**src/mem_config.svh**
```systemverilog
`ifndef MEM_CONFIG_SVH
`define MEM_CONFIG_SVH

// Width of the data path and of the byte address.
`define MEM_DATA_W 32

// Number of 32-bit words in the RAM.
// The word index wraps modulo this size.
`define MEM_WORDS 256

// Depth of the response FIFO.
// The requester starts with this many credits.
`define MEM_CREDITS 4

// Width of the requester tag echoed in every response.
`define MEM_TAG_W 4

`endif

```
**src/mem_pkg.sv**
```systemverilog
`include "mem_config.svh"

package mem_pkg;

    // Store and load opcodes seen by the memory-access stage.
    typedef enum logic [2:0] {
        op_sw,
        op_sh,
        op_sb,
        op_lw,
        op_lh,
        op_lhu,
        op_lb,
        op_lbu
    } mem_op_e;

    // One request as presented by the pipeline.
    typedef struct packed {
        mem_op_e                op;
        logic [`MEM_DATA_W-1:0] addr;
        logic [`MEM_DATA_W-1:0] wdata;
        logic [`MEM_TAG_W-1:0]  tag;
    } mem_req_t;

    // Store data moved onto its byte lanes, with one enable per lane.
    typedef struct packed {
        logic [`MEM_DATA_W-1:0]   data;
        logic [`MEM_DATA_W/8-1:0] be;
    } store_lane_t;

    // One response per request, returned in request order.
    typedef struct packed {
        logic [`MEM_TAG_W-1:0]  tag;
        logic                   is_load;
        logic                   err;
        logic [`MEM_DATA_W-1:0] rdata;
    } mem_resp_t;

endpackage

```
**src/resp_fifo.sv**
```systemverilog
`timescale 1ns/10ps
`include "mem_config.svh"

module resp_fifo (
    input  logic               clk,
    input  logic               rst_n,
    input  logic               push,
    input  mem_pkg::mem_resp_t push_resp,
    input  logic               resp_ready,
    output logic               resp_valid,
    output mem_pkg::mem_resp_t resp,
    output logic               credit_return
);

    localparam int ptr_w = $clog2(`MEM_CREDITS);

    mem_pkg::mem_resp_t q [`MEM_CREDITS];
    logic [ptr_w-1:0]   wr_ptr;
    logic [ptr_w-1:0]   rd_ptr;
    logic [ptr_w:0]     count;
    logic               pop;

    assign resp_valid    = (count != '0);
    assign resp          = q[rd_ptr];
    assign pop           = resp_valid && resp_ready;
    // Every popped response hands one credit back to the requester.
    assign credit_return = pop;

    always_ff @(posedge clk) begin
        if (push) begin
            q[wr_ptr] <= push_resp;
        end
    end

    always_ff @(posedge clk) begin
        if (!rst_n) begin
            wr_ptr <= '0;
            rd_ptr <= '0;
            count  <= '0;
        end else begin
            if (push) begin
                wr_ptr <= (wr_ptr == ptr_w'(`MEM_CREDITS - 1)) ? '0 : wr_ptr + 1'b1;
            end
            if (pop) begin
                rd_ptr <= (rd_ptr == ptr_w'(`MEM_CREDITS - 1)) ? '0 : rd_ptr + 1'b1;
            end
            case ({push, pop})
                2'b10:   count <= count + 1'b1;
                2'b01:   count <= count - 1'b1;
                default: count <= count;
            endcase
        end
    end

    // The credit scheme upstream must keep the queue from overflowing.
    a_no_overflow: assert property (
        @(posedge clk) disable iff (!rst_n)
        push |-> (count != (ptr_w + 1)'(`MEM_CREDITS))
    );

endmodule

```
**config.mk**
```make
export PLATFORM = sky130hd
export DESIGN_NAME = resp_fifo
export DESIGN_NICKNAME = d
export VERILOG_FILES = /design/src/mem_pkg.sv /design/src/resp_fifo.sv
export VERILOG_INCLUDE_DIRS = /design/src
export SDC_FILE = /design/constraint.sdc
export NUM_CORES = 1
export LEC_CHECK = 0
export BUFFER_PORTS_ARGS = -buffer_cell sky130_fd_sc_hd__buf_2
export CORE_MARGIN = 4
export CORE_UTILIZATION = 55
export CTS_BUF_LIST = sky130_fd_sc_hd__clkbuf_2 sky130_fd_sc_hd__clkbuf_4 sky130_fd_sc_hd__clkbuf_8
export DETAILED_ROUTE_END_ITERATION = 6
export GPL_TIMING_DRIVEN = 0
export PLACE_DENSITY = 0.75
export SYNTH_ARGS = -nofsm -noshare
export SYNTH_HDL_FRONTEND = slang
export SYNTH_SLANG_ARGS = --single-unit
export TNS_END_PERCENT = 1
```
**constraint.sdc**
```tcl
create_clock -name clk -period 2.4 [get_ports clk]
set_clock_uncertainty 0.2 [all_clocks]
set_input_delay 0.12 -clock clk [delete_from_list [all_inputs] [get_ports clk]]
set_output_delay 0.12 -clock clk [all_outputs]
set_load 0.01 [all_outputs]
```
# Word level (Yosys, flattened, before mapping)
# Memories as Yosys holds them, arrays and structs flattened. A register that Yosys moved wholly into a read port is not among the register bits.
# Index checks and enable logic that the tools add are counted.
[totals] regBits=7 ram_bits=152 in_bits=42 out_inout_bits=40 n_memories=1
[mem_list] memory="q" depth=4 word_bits=38 rd=1 rd_ports_with_merged_regs=1 wr=1 line="resp_fifo.sv:17" source="mem_pkg::mem_resp_t q [`MEM_CREDITS];"
[classes] addsub=4 n_eq_ne=4 muxes=7 reduce_logical=3
[ops] cell="two-way mux 2 bit" count=4
[ops] cell="== test 2 bit (second input constant)" count=3
[ops] cell="case mux 3 bit (2 select lines)" count=1
[ops] cell="adder 2 x 1 -> 2 bit (second input constant)" count=2
[ops] cell="adder 3 x 1 -> 3 bit (second input constant)" count=1
[ops] cell="nonzero test 3 bit" count=1
[ops] cell="subtractor 3 x 1 -> 3 bit (second input constant)" count=1
[ops] cell="== test 2 x 1 -> 1 bit (second input constant)" count=1
[ops] cell="two-way mux 1 bit" count=2
[ops] cell="nonzero test 2 bit" count=1
[ops] cell="logical AND 1 bit" count=1

# Longest topological paths before layout
[logic_depth] ltp_word=4 mapped_depth=8

# Worst setup path after synthesis
# OpenSTA, ideal clock, no wires.
[synth_path] path_kind="register -> register" startpoint="reg count[0]" endpoint="reg count[2]" arrival_ns=1.825 required_ns=2.124 slack_ns=0.300 stages_incl_launch_ff=9 n_path_buf=0 cell_sequence="dfxtp_1 > o31ai_1 > inv_1 > ha_1 > inv_1 > fa_1 > xor2_1 > or3_1 > a21boi_0"
[synth_between] elab_chain_cells=4 word_cells_on_any_way=8 classes_between="add/sub: 2; eq/ne: 2; mux: 1; reduce/logical: 3"
[synth_lines] item="from (decl)" line="resp_fifo.sv:20" source="logic [ptr_w:0] count;"
[synth_lines] item="from (signal assigned)" line="resp_fifo.sv:48" source="2'b10: count <= count + 1'b1;"
[synth_lines] item="from (signal assigned)" line="resp_fifo.sv:49" source="2'b01: count <= count - 1'b1;"
[synth_lines] item="from (signal assigned)" line="resp_fifo.sv:50" source="default: count <= count;"
[synth_lines] item="nonzero test 3 bit *" line="resp_fifo.sv:23" source="assign resp_valid = (count != '0);"
[synth_lines] item="logical AND 1 bit *" line="resp_fifo.sv:25" source="assign pop = resp_valid && resp_ready;"
[synth_lines] item="named net credit_return" line="resp_fifo.sv:12" source="output logic credit_return"
[synth_lines] item="== test 2 x 1 -> 1 bit / == test 2 bit (equally long branches)" line="resp_fifo.sv:47" source="case ({push, pop})"
[synth_lines] item="case mux 3 bit (2 select lines) / nonzero test 2 bit (equally long branches)"
# The timed path passes the listed nets; every way through them passes the cells marked *.
# A chain may end at the register's enable or synchronous reset.

# Worst setup path in the final report
[layout_path] startpoint="reg count[1]" endpoint="reg count[2]"
[layout_between] elab_chain_cells=4 word_cells_on_any_way=8 classes_between="add/sub: 2; eq/ne: 2; mux: 1; reduce/logical: 3"
[layout_lines] item="parallel branches: the longest is 4 deep, another holds subtractor 3 x 1 -> 3 bit"
# Several ways; the timed one is not identified.

==> flow_summary.ini <==
[outcome]
outcome = finished, final reports clean

[synth]
yosysUniqueCellTypes = 25
synth-compound-area-share_pct = 0.672
synth.area.mux_share_pct = 14.5
syn_area_per_cell_sq_um = 24.0
ys_seq_elements = 161
syn_inst = 248
yosysSeqAreaShare_pct = 79.6
synth_xor_area_share_pct = 0.294
synthesis.area_sq_um = 5960
synth_top_family_by_area = multiplexers
synthSimpleGateAreaFrac_pct = 1.59
synthesis.nets = 297
synthAdderAreaFrac_pct = 1.59
ys_warn_count = 0

[power]
switching_share_pct = 24.7
comb_power_share_pct = 21.1
switchingPower_mw = 1.65
power.density_nw_per_um2 = 897
p_seq_share_pct = 49.1
clockPowerShare_pct = 29.7
ir_drop_v = 0.000481
p_int_mw = 5.05
p_leak_nw = 2.58

[worst_setup_path]
crit_cells = 8
startpoint = count[1]
critPathRequiredTime_ns = 2.56
end_kind = register
cp_max_fo = 5
slowest_delay_ns = 0.46
reg2reg_from = count[1]
arrival_ns = 2.40
cpMostUsedCell = inv_1
path_class = register to register
cp-start-kind = register
slowest_stage = dfxtp_1
crit_chain = o31ai_4 > inv_1 > ha_1 > inv_1 > fa_1 > xor2_1 > or3_1 > a21boi_0
crit_family = adder cells
critPathBufInv = 2
ff2ff_path_depth = 8

[floorplanning]
die_x_um = 112
num_rows = 37
initial_core_util_pct = 57.0
core-area_sq_um = 10500
die_height_um = 112
die-area_sq_um = 12600
pin_count = 82

[timing]
maxSlewViolCount = 0
setup-violations-final = 0
period_share_pct = 93.6
tightest_slew_ns = 0.608
totalNegativeSetupSlack_ns = 0
fin_crit_ns = 2.25
finalHoldViolCount = 0
fmax_mhz = 445
max_slew_margin_pct = 59.5

[layout]
nNetsFinal = 443
antenna_cells = 0
nFillCells = 669
final-instance-count-excl-fill = 543
drive_gt1_share_pct = 41.0
areaGrowthSynthToFinish_pct = 25.2

[drt]
drt_iter0_markers = 165
maxUsedRoutingLayer = met4
wire_per_inst_um = 19.5
vias = 2904
drt_first_pass_iters = 4
wl_met2_um = 5670
via_per_inst = 5.35
dr_wl_met3_um = 591
routed_wl_um = 10600
antenna_left = 0
wl_met1_um = 4240
drc = 0

[global_route]
grt_max_degree = 27
grt_pass1_vias = 3253
grt_pass1_wl_um = 17300
grt_antenna_before_repair = 0
grtUsageTotal_pct = 18.4
grt.overflow.total = 0

[cts]
cts_tree = yes
htree_levels = 4
insertion_delay_ns = 0.43
clkTransAtPathRegs_ns = 0.08
clock_sinks = 161
post_cts.repair.setup_buffers = 0
cts_root_buf = clkbuf_8
clockBufferDepth = 2
cts_buffers = 17

[placed_design]
io_buffers = 81
dp.cells = 469
gp_congestion = 0.705
dp_hpwl_um = 6470

[worst_hold_path]
worstHoldPathCells = 2
hold_class = input pin to register
hp-start = push_resp[31]

[job]
cap_violations = 0
[cell usage in the layout (no fill, tap or decap)]
cell           Yosys  final
edfxtp_1         152    152
buf_2              3     84
dlygate4sd3_1      0     42
mux4_2            38     38
clkbuf_8           0     18
dfxtp_1            9      9
inv_1              7      7
buf_12             2      6
ha_1               6      6
and2_2             0      4
o21ai_0            4      4
clkinv_2           0      4
clkinvlp_4         0      4
nand2_1            3      3
bufinv_16          0      3
clkbuf_4           0      3
or3_1              2      2
and2_1             6      2
nor2b_1            2      2
nand3_1            2      2
buf_6              1      1
o31ai_4            0      1
buf_4              1      1
clkbuf_1           1      1
xnor2_1            1      1
nor3b_1            1      1
a21oi_1            1      1
nor2_1             1      1
mux2i_1            1      1
xor2_1             1      1
a21boi_0           1      1
fa_1               1      1
[state kept, by name, indices dropped and copies added (netlist names), named ones only]
name    count
wr_ptr      2
rd_ptr      2
count       3
q         152
[kinds of logic (layout without fill, tap and decap cells)]
logic type	after synthesis	in the layout
compound gates	7	7
mux	39	39
flops	161	161
xor+xnor	2	2
fa+ha+maj	7	7
buf+inv	15	174
simple gates	17	17
[final timing paths]
path	end	slack, ns
worst max-delay path	count[2]	0.15
worst min-delay path	q[1][31]	0.24
worst max register to register	count[2]	0.15
worst min register to register	rd_ptr[1]	0.36
[worst register-to-register path, cell delays in order, from the launching register on]
cell and delay [ns]:
dfxtp_1 0.46, o31ai_4 0.15, inv_1 0.09, ha_1 0.19, inv_1 0.06, fa_1 0.37, xor2_1 0.17, or3_1 0.32
a21boi_0 0.17
[Yosys cell counts]
library cell,instances,share of area [%]
xnor2_1,1,0.15
a21oi_1,1,0.084
clkbuf_1,1,0.063
and2_1,6,0.63
dfxtp_1,9,3.0
a21boi_0,1,0.13
o21ai_0,4,0.34
buf_6,1,0.19
edfxtp_1,152,77
buf_12,2,0.67
inv_1,7,0.44
nand3_1,2,0.17
nor2b_1,2,0.21
o31ai_1,1,0.13
mux4_2,38,14
mux2i_1,1,0.17
nand2_1,3,0.19
xor2_1,1,0.15
or3_1,2,0.21
buf_4,1,0.13
nor3b_1,1,0.13
buf_2,3,0.25
ha_1,6,1.3
nor2_1,1,0.063
fa_1,1,0.34
[metal layers]
metal | global-route usage (%) | up-vias
li1 | - | 1320
met1 | 23.5 | 1482
met2 | 30.8 | 93
met3 | 5.23 | 9
met4 | 6.01 | 0
met5 | 0 | -
[through the flow]
step	setup slack, ns	area (sq um)	hold WS [ns]	power [mW]	utilization [%]
after CTS	0.0960	7450	0.192	6.75	71.2
after detailed placement	0.105	6620	0.135	4.71	63.3
after global routing	-0.0192	7470	0.217	7.03	71.4
after floorplan	0.300	5960	0.0189	4.24	-
final	0.153	7470	0.235	6.70	71.4
after global placement	-0.354	6540	0.132	4.66	62.5
[layout make-up]
cell class	instances	area [sq um]	area share (%)
Clock buffer	21	270	3.62
Clock inverter	11	140	1.88
Inverter	7	26.3	0.352
Buffer	8	77.6	1.04
Timing Repair Buffer	127	906	12.1
Sequential cell	161	4740	63.5
Multi-Input combinational cell	72	1130	15.2
Tap cell	136	170	2.28
[what timing repair did]
item                       4_1_cts  5_1_grt
hold buffers                    42        0
resized for setup                0        2
setup endpoints to repair        0        2
hold endpoints to repair       161        0
[power by group through the flow]
stage,clock [mW],combinational [mW],sequential (mW)
after detailed placement,0,1.37,3.34
after global routing,2.18,1.54,3.30
final,1.99,1.42,3.29
after CTS,2.04,1.43,3.28
after floorplan,0,0.920,3.33
after global placement,0,1.33,3.33
No activity file was read; power rests on OpenSTA's default activity.
