## src/mem_config.svh

```systemverilog
`ifndef MEM_CONFIG_SVH
`define MEM_CONFIG_SVH

// Width of the data path and of the byte address.
`define MEM_DATA_W 32

// Number of 32-bit words in the RAM.
// The word index wraps modulo this size.
`define MEM_WORDS 256

// Depth of the response FIFO.
// The requester starts with this many credits.
`define MEM_CREDITS 4

// Width of the requester tag echoed in every response.
`define MEM_TAG_W 4

`endif

```

## src/mem_pkg.sv

```systemverilog
`include "mem_config.svh"

package mem_pkg;

    // Store and load opcodes seen by the memory-access stage.
    typedef enum logic [2:0] {
        op_sw,
        op_sh,
        op_sb,
        op_lw,
        op_lh,
        op_lhu,
        op_lb,
        op_lbu
    } mem_op_e;

    // One request as presented by the pipeline.
    typedef struct packed {
        mem_op_e                op;
        logic [`MEM_DATA_W-1:0] addr;
        logic [`MEM_DATA_W-1:0] wdata;
        logic [`MEM_TAG_W-1:0]  tag;
    } mem_req_t;

    // Store data moved onto its byte lanes, with one enable per lane.
    typedef struct packed {
        logic [`MEM_DATA_W-1:0]   data;
        logic [`MEM_DATA_W/8-1:0] be;
    } store_lane_t;

    // One response per request, returned in request order.
    typedef struct packed {
        logic [`MEM_TAG_W-1:0]  tag;
        logic                   is_load;
        logic                   err;
        logic [`MEM_DATA_W-1:0] rdata;
    } mem_resp_t;

endpackage

```

## src/store_align.sv

```systemverilog
`timescale 1ns/10ps

module store_align (
    input  mem_pkg::mem_req_t    req,
    output mem_pkg::store_lane_t lane
);

    // The byte offset within the word picks the target lane.
    always_comb begin
        lane = '0;
        case (req.op)
            ////////////////////////////////////////
            // Byte store.
            ////////////////////////////////////////
            mem_pkg::op_sb: begin
                lane.data = {24'd0, req.wdata[7:0]} << {req.addr[1:0], 3'b000};
                lane.be   = 4'b0001 << req.addr[1:0];
            end

            ////////////////////////////////////////
            // Half store.
            ////////////////////////////////////////
            mem_pkg::op_sh: begin
                if (req.addr[1]) begin
                    lane.data = {req.wdata[15:0], 16'd0};
                    lane.be   = 4'b1100;
                end else begin
                    lane.data = {16'd0, req.wdata[15:0]};
                    lane.be   = 4'b0011;
                end
            end

            ////////////////////////////////////////
            // Word store.
            ////////////////////////////////////////
            mem_pkg::op_sw: begin
                lane.data = req.wdata;
                lane.be   = 4'b1111;
            end

            // Loads drive nothing onto the lanes.
            default: begin
                lane = '0;
            end
        endcase
    end

endmodule

```

## config.mk

```make
export PLATFORM = sky130hd
export DESIGN_NAME = store_align
export DESIGN_NICKNAME = d
export VERILOG_FILES = /design/src/mem_pkg.sv /design/src/store_align.sv
export VERILOG_INCLUDE_DIRS = /design/src
export SDC_FILE = /design/constraint.sdc
export NUM_CORES = 1
export LEC_CHECK = 0
export ABC_AREA = 0
export BUFFER_PORTS_ARGS = -buffer_cell sky130_fd_sc_hd__buf_4
export CORE_MARGIN = 8
export CORE_UTILIZATION = 24
export DETAILED_ROUTE_END_ITERATION = 6
export PLACE_DENSITY = 0.8
export SLEW_MARGIN = 20
export SYNTH_ARGS = -nofsm -noshare
export SYNTH_HDL_FRONTEND = slang
export SYNTH_SLANG_ARGS = --single-unit
```

## constraint.sdc

```tcl
create_clock -name vclk -period 1.1
set_input_delay 0.11 -clock vclk [all_inputs]
set_output_delay 0.11 -clock vclk [all_outputs]
set_load 0.1 [all_outputs]
```

==> results.json, run 1 <==
{
  "status": "did not finish",
  "haltStage": "4_1_cts",
  "error": "[ERROR DPL-0038] Utilization greater than 100%, impossible to legalize",
  "synth_fa_ha_area_share_pct": 0,
  "port_buffers": 73,
  "synth.area.top_cells": "a22o_1, o2bb2ai_1, a21oi_1, nor2b_1, and2_1",
  "yosys.area.top_type_share_pct": 17.7,
  "synth-compound-area-share_pct": 57.5,
  "place.detailed.hpwl_um": 3250,
  "synth-seq-area-share_pct": 0,
  "die_h_um": 63.6,
  "synthSimpleGateAreaFrac_pct": 38.4,
  "yosysMostFrequentCell": "a21oi_1",
  "ys.warnings.count": 0,
  "synthTopCellsByCount": "a21oi_1, a22o_1, nor2b_1",
  "cts_resized": 133,
  "synth_cell_types": 24,
  "synth_top_cell_by_area": "a22o_1",
  "synth_top_family_by_area": "compound AO/OA/AOI/OAI gates",
  "synth_fp_nets": 148,
  "gp_congestion": 0.761,
  "rows": 17,
  "synthesis.area_um2": 544,
  "initial_core_util_pct": 25.1,
  "ioPinCount": 107,
  "die_w_um": 63.6,
  "synthMuxAreaShare_pct": 0,
  "syn_area_per_cell_um2": 7.07,
  "placed_cell_area_um2": 1800,
  "synth_xor_area_share_pct": 0,
  "cts_hold_buffers": 0,
  "synth_cells": 77,
  "post_cts_buffers": 8
}
-- metrics by stage --
| step | instances | util [%] | worst slack, ns | TNS, ns |
|---|---|---|---|---|
| 2_1_floorplan | 77 | - | -0.710 | -11.43 |
| 3_3_place_gp | 204 | 83.0 | -0.458 | -12.90 |
| 3_5_place_dp | 204 | 83.0 | -0.503 | -13.56 |
-- cell families after synthesis --
family,after synthesis
buffers and inverters,5
and+or+nand+nor,32
AOI/OAI and AO/OA,40
==> run 2: changes to the inputs <==
--- a/config.mk
+++ b/config.mk
@@ -8,10 +8,10 @@
 export LEC_CHECK = 0
 export ABC_AREA = 0
 export BUFFER_PORTS_ARGS = -buffer_cell sky130_fd_sc_hd__buf_4
-export CORE_MARGIN = 8
-export CORE_UTILIZATION = 24
+export CORE_AREA = 8 8 69 71
 export DETAILED_ROUTE_END_ITERATION = 6
-export PLACE_DENSITY = 0.8
+export DIE_AREA = 0 0 77 79
+export PLACE_DENSITY_LB_ADDON = 0.15
 export SLEW_MARGIN = 20
 export SYNTH_ARGS = -nofsm -noshare
 export SYNTH_HDL_FRONTEND = slang
==> constraint.sdc (replaced) <==
create_clock -name vclk -period 1.4
set_input_delay 0.14 -clock vclk [all_inputs]
set_output_delay 0.14 -clock vclk [all_outputs]
set_load 0.1 [all_outputs]
==> run 2 against run 1 <==
- the flow now finishes, with violations (setup timing)
- synthesized area did not move
- synthesized cell count is the same
==> results.json, run 2 <==
{
  "crit_path_cell_trace": "buf_8 > or3_4 > a21oi_4 > buf_12 > and3_4 > buf_12",
  "num-fill-cells": 339,
  "grt_use_total_pct": 12.0,
  "dp.cells": 223,
  "syn_area_per_cell_um2": 7.07,
  "die_w_um": 77,
  "final_util_pct": 56.9,
  "setup_violations": 9,
  "cp_slowest_cell": "or3_4",
  "synth-seq-area-share_pct": 0,
  "min_period_ns": 1.43,
  "crit_path_start_kind": "input port",
  "hp-start": "req[27]",
  "cts_hold_buffers": 0,
  "routed-via-count": 1031,
  "initial_core_util_pct": 14.3,
  "cp.arrival_ns": 1.29,
  "status": "finished with violations",
  "ys.warnings.count": 0,
  "diodes": 0,
  "port_buffers": 73,
  "final_common_cell": "buf_4",
  "whs_ns": 0.641,
  "routed_wirelength_um": 3930,
  "crit_buf_inv": 3,
  "min_period_over_period_pct": 102,
  "fmax_mhz": 699,
  "holdPathStages": 3,
  "place.detailed.hpwl_um": 3160,
  "crit_top_cell": "buf_12",
  "antenna_found_initial": 0,
  "synthTopCellsByCount": "a21oi_1, a22o_1, nor2b_1",
  "nets": 246,
  "drive_above_1_share_pct": 88.4,
  "vias_per_cell": 4.62,
  "grt_max_degree": 10,
  "overflow": 0,
  "fin_cells": 223,
  "dieArea_um2": 6080,
  "vdd_drop_max_mv": 0.248,
  "synth_cells": 77,
  "criticalPathCategory": "input port to output pin",
  "whs_endpoint": "lane[27]",
  "p_clk_share_pct": 0,
  "final.clkbuf_count": 0,
  "area_delta_synth_final_pct": 297,
  "cp-end-kind": "output pin",
  "final_area_um2": 2160,
  "dr.first_iter.drc_count": 13,
  "rows": 23,
  "worstMarginPinSlew_ns": 0.293,
  "setup_slack_ns": -0.0297,
  "path_delay_family": "simple AND/OR/NAND/NOR gates",
  "drc": 0,
  "violations": "setup timing",
  "synth_cell_types": 24,
  "synth_top_cell_by_area": "a22o_1",
  "relSlewSlack_pct": 80.6,
  "maxCapViolCount": 0,
  "p_per_area_nw_per_um2": 435,
  "net-switching-power_mw": 0.569,
  "rsz0062_at_grt": "yes",
  "power_frac_seq_pct": 0,
  "yosysMostFrequentCell": "a21oi_1",
  "grt_pass1_vias": 1256,
  "leakagePower_nw": 0.918,
  "yosys.area.top_type_share_pct": 17.7,
  "power_frac_comb_pct": 100.0,
  "ioPinCount": 107,
  "die_h_um": 79,
  "flops_and_latches": 0,
  "seqCellArea_um2": 0,
  "finalPower_mw": 0.939,
  "placed_cell_area_um2": 1730,
  "worst-path-max-fanout": 9,
  "cp.required_ns": 1.26,
  "hold_class": "input port to output pin",
  "core_um2": 3800,
  "cpPeakStageDelay_ns": 0.39,
  "hold_violations": 0,
  "gp_congestion": 0.797,
  "post_cts_buffers": 0,
  "wire_per_inst_um": 17.6,
  "synth.area.top_cells": "a22o_1, o2bb2ai_1, a21oi_1, nor2b_1, and2_1",
  "p_sw_share_pct": 60.5,
  "drtAntennaViolNets": 0,
  "layout_common_cells": "buf_4, buf_12, buf_6",
  "synthesis.area_um2": 544,
  "synth_fp_nets": 148,
  "p_int_mw": 0.371,
  "drv_slew": 0,
  "grt_pass1_wl_um": 6230,
  "firstDrtPassIters": 4
}
-- run 2: cell counts after synthesis --
Identical to the previous run, type by type.
-- run 2: worst max path at each step --
stage | startpoint | to | slack (ns) | cells after the start
floorplan | req[68] | lane[4] | -0.47 | 3
global placement | req[68] | lane[20] | -0.18 | 6
detailed placement | req[68] | lane[20] | -0.20 | 6
CTS | req[36] | lane[20] | -0.06 | 6
global route | req[68] | lane[5] | -0.07 | 6
finish | req[68] | lane[5] | -0.03 | 6
-- run 2: stage by stage --
| step | TNS [ns] | worst slack (ns) |
|---|---|---|
| finish | -0.123 | -0.0297 |
| detailed placement | -3.72 | -0.202 |
| CTS | -0.336 | -0.0604 |
| global route | -0.544 | -0.0652 |
| floorplan | -4.95 | -0.470 |
| global placement | -3.69 | -0.177 |
-- run 2: timing repair --
item | in CTS | in global routing
pin swaps | 11 | 5
gates resized for setup | 82 | 24
endpoints found under the setup margin | 35 | 34
-- run 2: power by group through the flow --
stage	logic (mW)	registers [mW]	clock network (mW)
after floorplan	0.537	0	0
after global placement	0.808	0	0
after detailed placement	0.810	0	0
after CTS	0.911	0	0
after global routing	0.975	0	0
final	0.939	0	0
-- run 2: worst min-delay path: cells and delay by family --
family / cells / cell delay (ns)
AO/OA/AOI/OAI: 1 / 0.11
buffers and inverters: 2 / 0.24
-- run 2: kinds of logic after synthesis --
logic type / share of synthesized area (%)
buffers and inverters: 4.14
and+or+nand+nor: 38.4
AOI/OAI and AO/OA: 57.5
-- run 2: metal layers --
metal / routed length (µm) / GRT usage, % / part of all wire, % / vias up
met5: 0 / 0 / 0 / -
met4: 0 / 0 / 0 / 0
met3: 421 / 5.53 / 11 / 0
met2: 2000 / 22.5 / 51 / 45
met1: 1510 / 12.8 / 38 / 487
li1: - / - / - / 499
-- run 2: cell type report --
class	instances	area (µm²)	share of cell area (%)
timing repair buffer	100	1150	53.4
multi-input combinational	72	941	43.5
tap	50	62.6	2.90
inverter	1	3.75	0.174
Note: power is estimated with default switching activity, not from simulation.
==> run 3: changes to the inputs <==
--- a/config.mk
+++ b/config.mk
@@ -8,9 +8,11 @@
 export LEC_CHECK = 0
 export ABC_AREA = 0
 export BUFFER_PORTS_ARGS = -buffer_cell sky130_fd_sc_hd__buf_4
-export CORE_AREA = 8 8 69 71
+export CELL_PAD_IN_SITES_DETAIL_PLACEMENT = 1
+export CELL_PAD_IN_SITES_GLOBAL_PLACEMENT = 2
+export CORE_MARGIN = 8
+export CORE_UTILIZATION = 10
 export DETAILED_ROUTE_END_ITERATION = 6
-export DIE_AREA = 0 0 77 79
 export PLACE_DENSITY_LB_ADDON = 0.15
 export SLEW_MARGIN = 20
 export SYNTH_ARGS = -nofsm -noshare
==> run 3 against run 2 <==
- the flow still finishes with violations (setup timing)
- die area increased by 32%
- count of clock-buffer cells in the layout unchanged
- via count rose by 2.1%
- combinational power grew 3.3%
- core utilization fell by 15 points
- fmax decreased by 5.0%
- global-route usage down 1.6 points
- cell count up 11%
- final area up 5.0%
- critical endpoint unchanged
- highest routed layer unchanged
==> results.json, run 3 (synthesis gave the netlist of run 2 again) <==
{
  "status": "finished with violations",
  "violations": "setup timing",
  "worstMarginPinSlew_ns": 0.283,
  "p_per_area_nw_per_um2": 428,
  "wire_per_inst_um": 17.6,
  "vdd_drop_max_mv": 0.220,
  "whs_ns": 0.643,
  "drv_slew": 0,
  "die_w_um": 89.8,
  "hp-start": "req[24]",
  "nets": 248,
  "setup_slack_ns": -0.105,
  "drtAntennaViolNets": 0,
  "antenna_found_initial": 0,
  "crit_buf_inv": 3,
  "grt_pass1_vias": 1294,
  "dr.first_iter.drc_count": 28,
  "hold_class": "input port to output pin",
  "grt_max_degree": 11,
  "port_buffers": 73,
  "rows": 27,
  "min_period_ns": 1.51,
  "cp.required_ns": 1.26,
  "cp.arrival_ns": 1.37,
  "final_util_pct": 42.3,
  "setup_violations": 29,
  "crit_path_cell_trace": "buf_8 > or3_4 > a21oi_4 > buf_12 > and3_4 > buf_12",
  "area_delta_synth_final_pct": 317,
  "leakagePower_nw": 0.949,
  "flops_and_latches": 0,
  "seqCellArea_um2": 0,
  "criticalPathCategory": "input port to output pin",
  "core_um2": 5370,
  "power_frac_comb_pct": 100.0,
  "place.detailed.hpwl_um": 3690,
  "cp_slowest_cell": "or3_4",
  "final.clkbuf_count": 0,
  "initial_core_util_pct": 10.1,
  "path_delay_family": "simple AND/OR/NAND/NOR gates",
  "gp_congestion": 0.664,
  "ioPinCount": 107,
  "grt_pass1_wl_um": 7070,
  "p_sw_share_pct": 59.1,
  "drc": 0,
  "p_clk_share_pct": 0,
  "net-switching-power_mw": 0.573,
  "layout_common_cells": "buf_4, buf_12, a22o_4",
  "routed_wirelength_um": 4360,
  "cp-end-kind": "output pin",
  "worst-path-stages": 6,
  "diodes": 0,
  "maxCapViolCount": 0,
  "cpPeakStageDelay_ns": 0.39,
  "crit_top_cell": "buf_12",
  "min_period_over_period_pct": 108,
  "dp_slack_ns": -0.269,
  "routed-via-count": 1053,
  "die_h_um": 89.8,
  "holdPathStages": 3,
  "relSlewSlack_pct": 81.3,
  "drive_above_1_share_pct": 84.6,
  "placed_cell_area_um2": 1760,
  "rsz0062_at_grt": "yes",
  "dieArea_um2": 8060,
  "crit_path_start_kind": "input port",
  "firstDrtPassIters": 3,
  "power_frac_seq_pct": 0,
  "final_area_um2": 2270,
  "hold_violations": 0,
  "grt_use_total_pct": 10.5,
  "p_int_mw": 0.397,
  "fmax_mhz": 664,
  "overflow": 0,
  "vias_per_cell": 4.26,
  "whs_endpoint": "lane[24]",
  "final_common_cell": "buf_4",
  "worst-path-max-fanout": 6
}
## run 3: cell type report
class | instances | area (µm²)
fillers | 584 | 3100
multi-input cells | 72 | 920
well taps | 72 | 90.1
inverters | 1 | 3.75
repair buffers | 102 | 1260
## run 3: what timing repair did
action / 4_1_cts / 5_1_grt
setup buffers: 1 / 1
hold buffers: 0 / 0
resized for setup: 112 / 6
setup endpoints to repair: 34 / 33
pin swaps: 17 / 5
## run 3: how the worst max path moves through the flow
stage / from / endpoint / slack, ns
after floorplan: req[68] / lane[4] / -0.47
after global placement: req[68] / lane[25] / -0.26
after detailed placement: req[68] / lane[25] / -0.27
after CTS: req[68] / lane[12] / -0.14
after global routing: req[68] / lane[5] / -0.14
final: req[68] / lane[5] / -0.11
## run 3: through the flow
| stage | total power [mW] | TNS, ns | instances |
|---|---|---|---|
| detailed placement | 0.820 | -6.39 | 245 |
| global placement | 0.812 | -5.70 | 245 |
| global route | 1.01 | -2.59 | 247 |
| floorplan | 0.537 | -4.95 | 77 |
| CTS | 0.970 | -2.32 | 246 |
| finish | 0.970 | -1.23 | 247 |
## run 3: layer usage
| metal | vias to the layer above | GRT usage (%) | wire, µm |
|---|---|---|---|
| met5 | - | 0 | 0 |
| met4 | 0 | 0 | 0 |
| met3 | 0 | 3.41 | 376 |
| met2 | 40 | 20.2 | 2340 |
| met1 | 510 | 11.3 | 1640 |
| li1 | 503 | - | - |
## run 3: power groups by stage
stage	Sequential (mW)	Clock, mW	Combinational, mW
floorplan	0	0	0.537
global placement	0	0	0.812
detailed placement	0	0	0.820
CTS	0	0	0.970
global route	0	0	1.01
finish	0	0	0.970
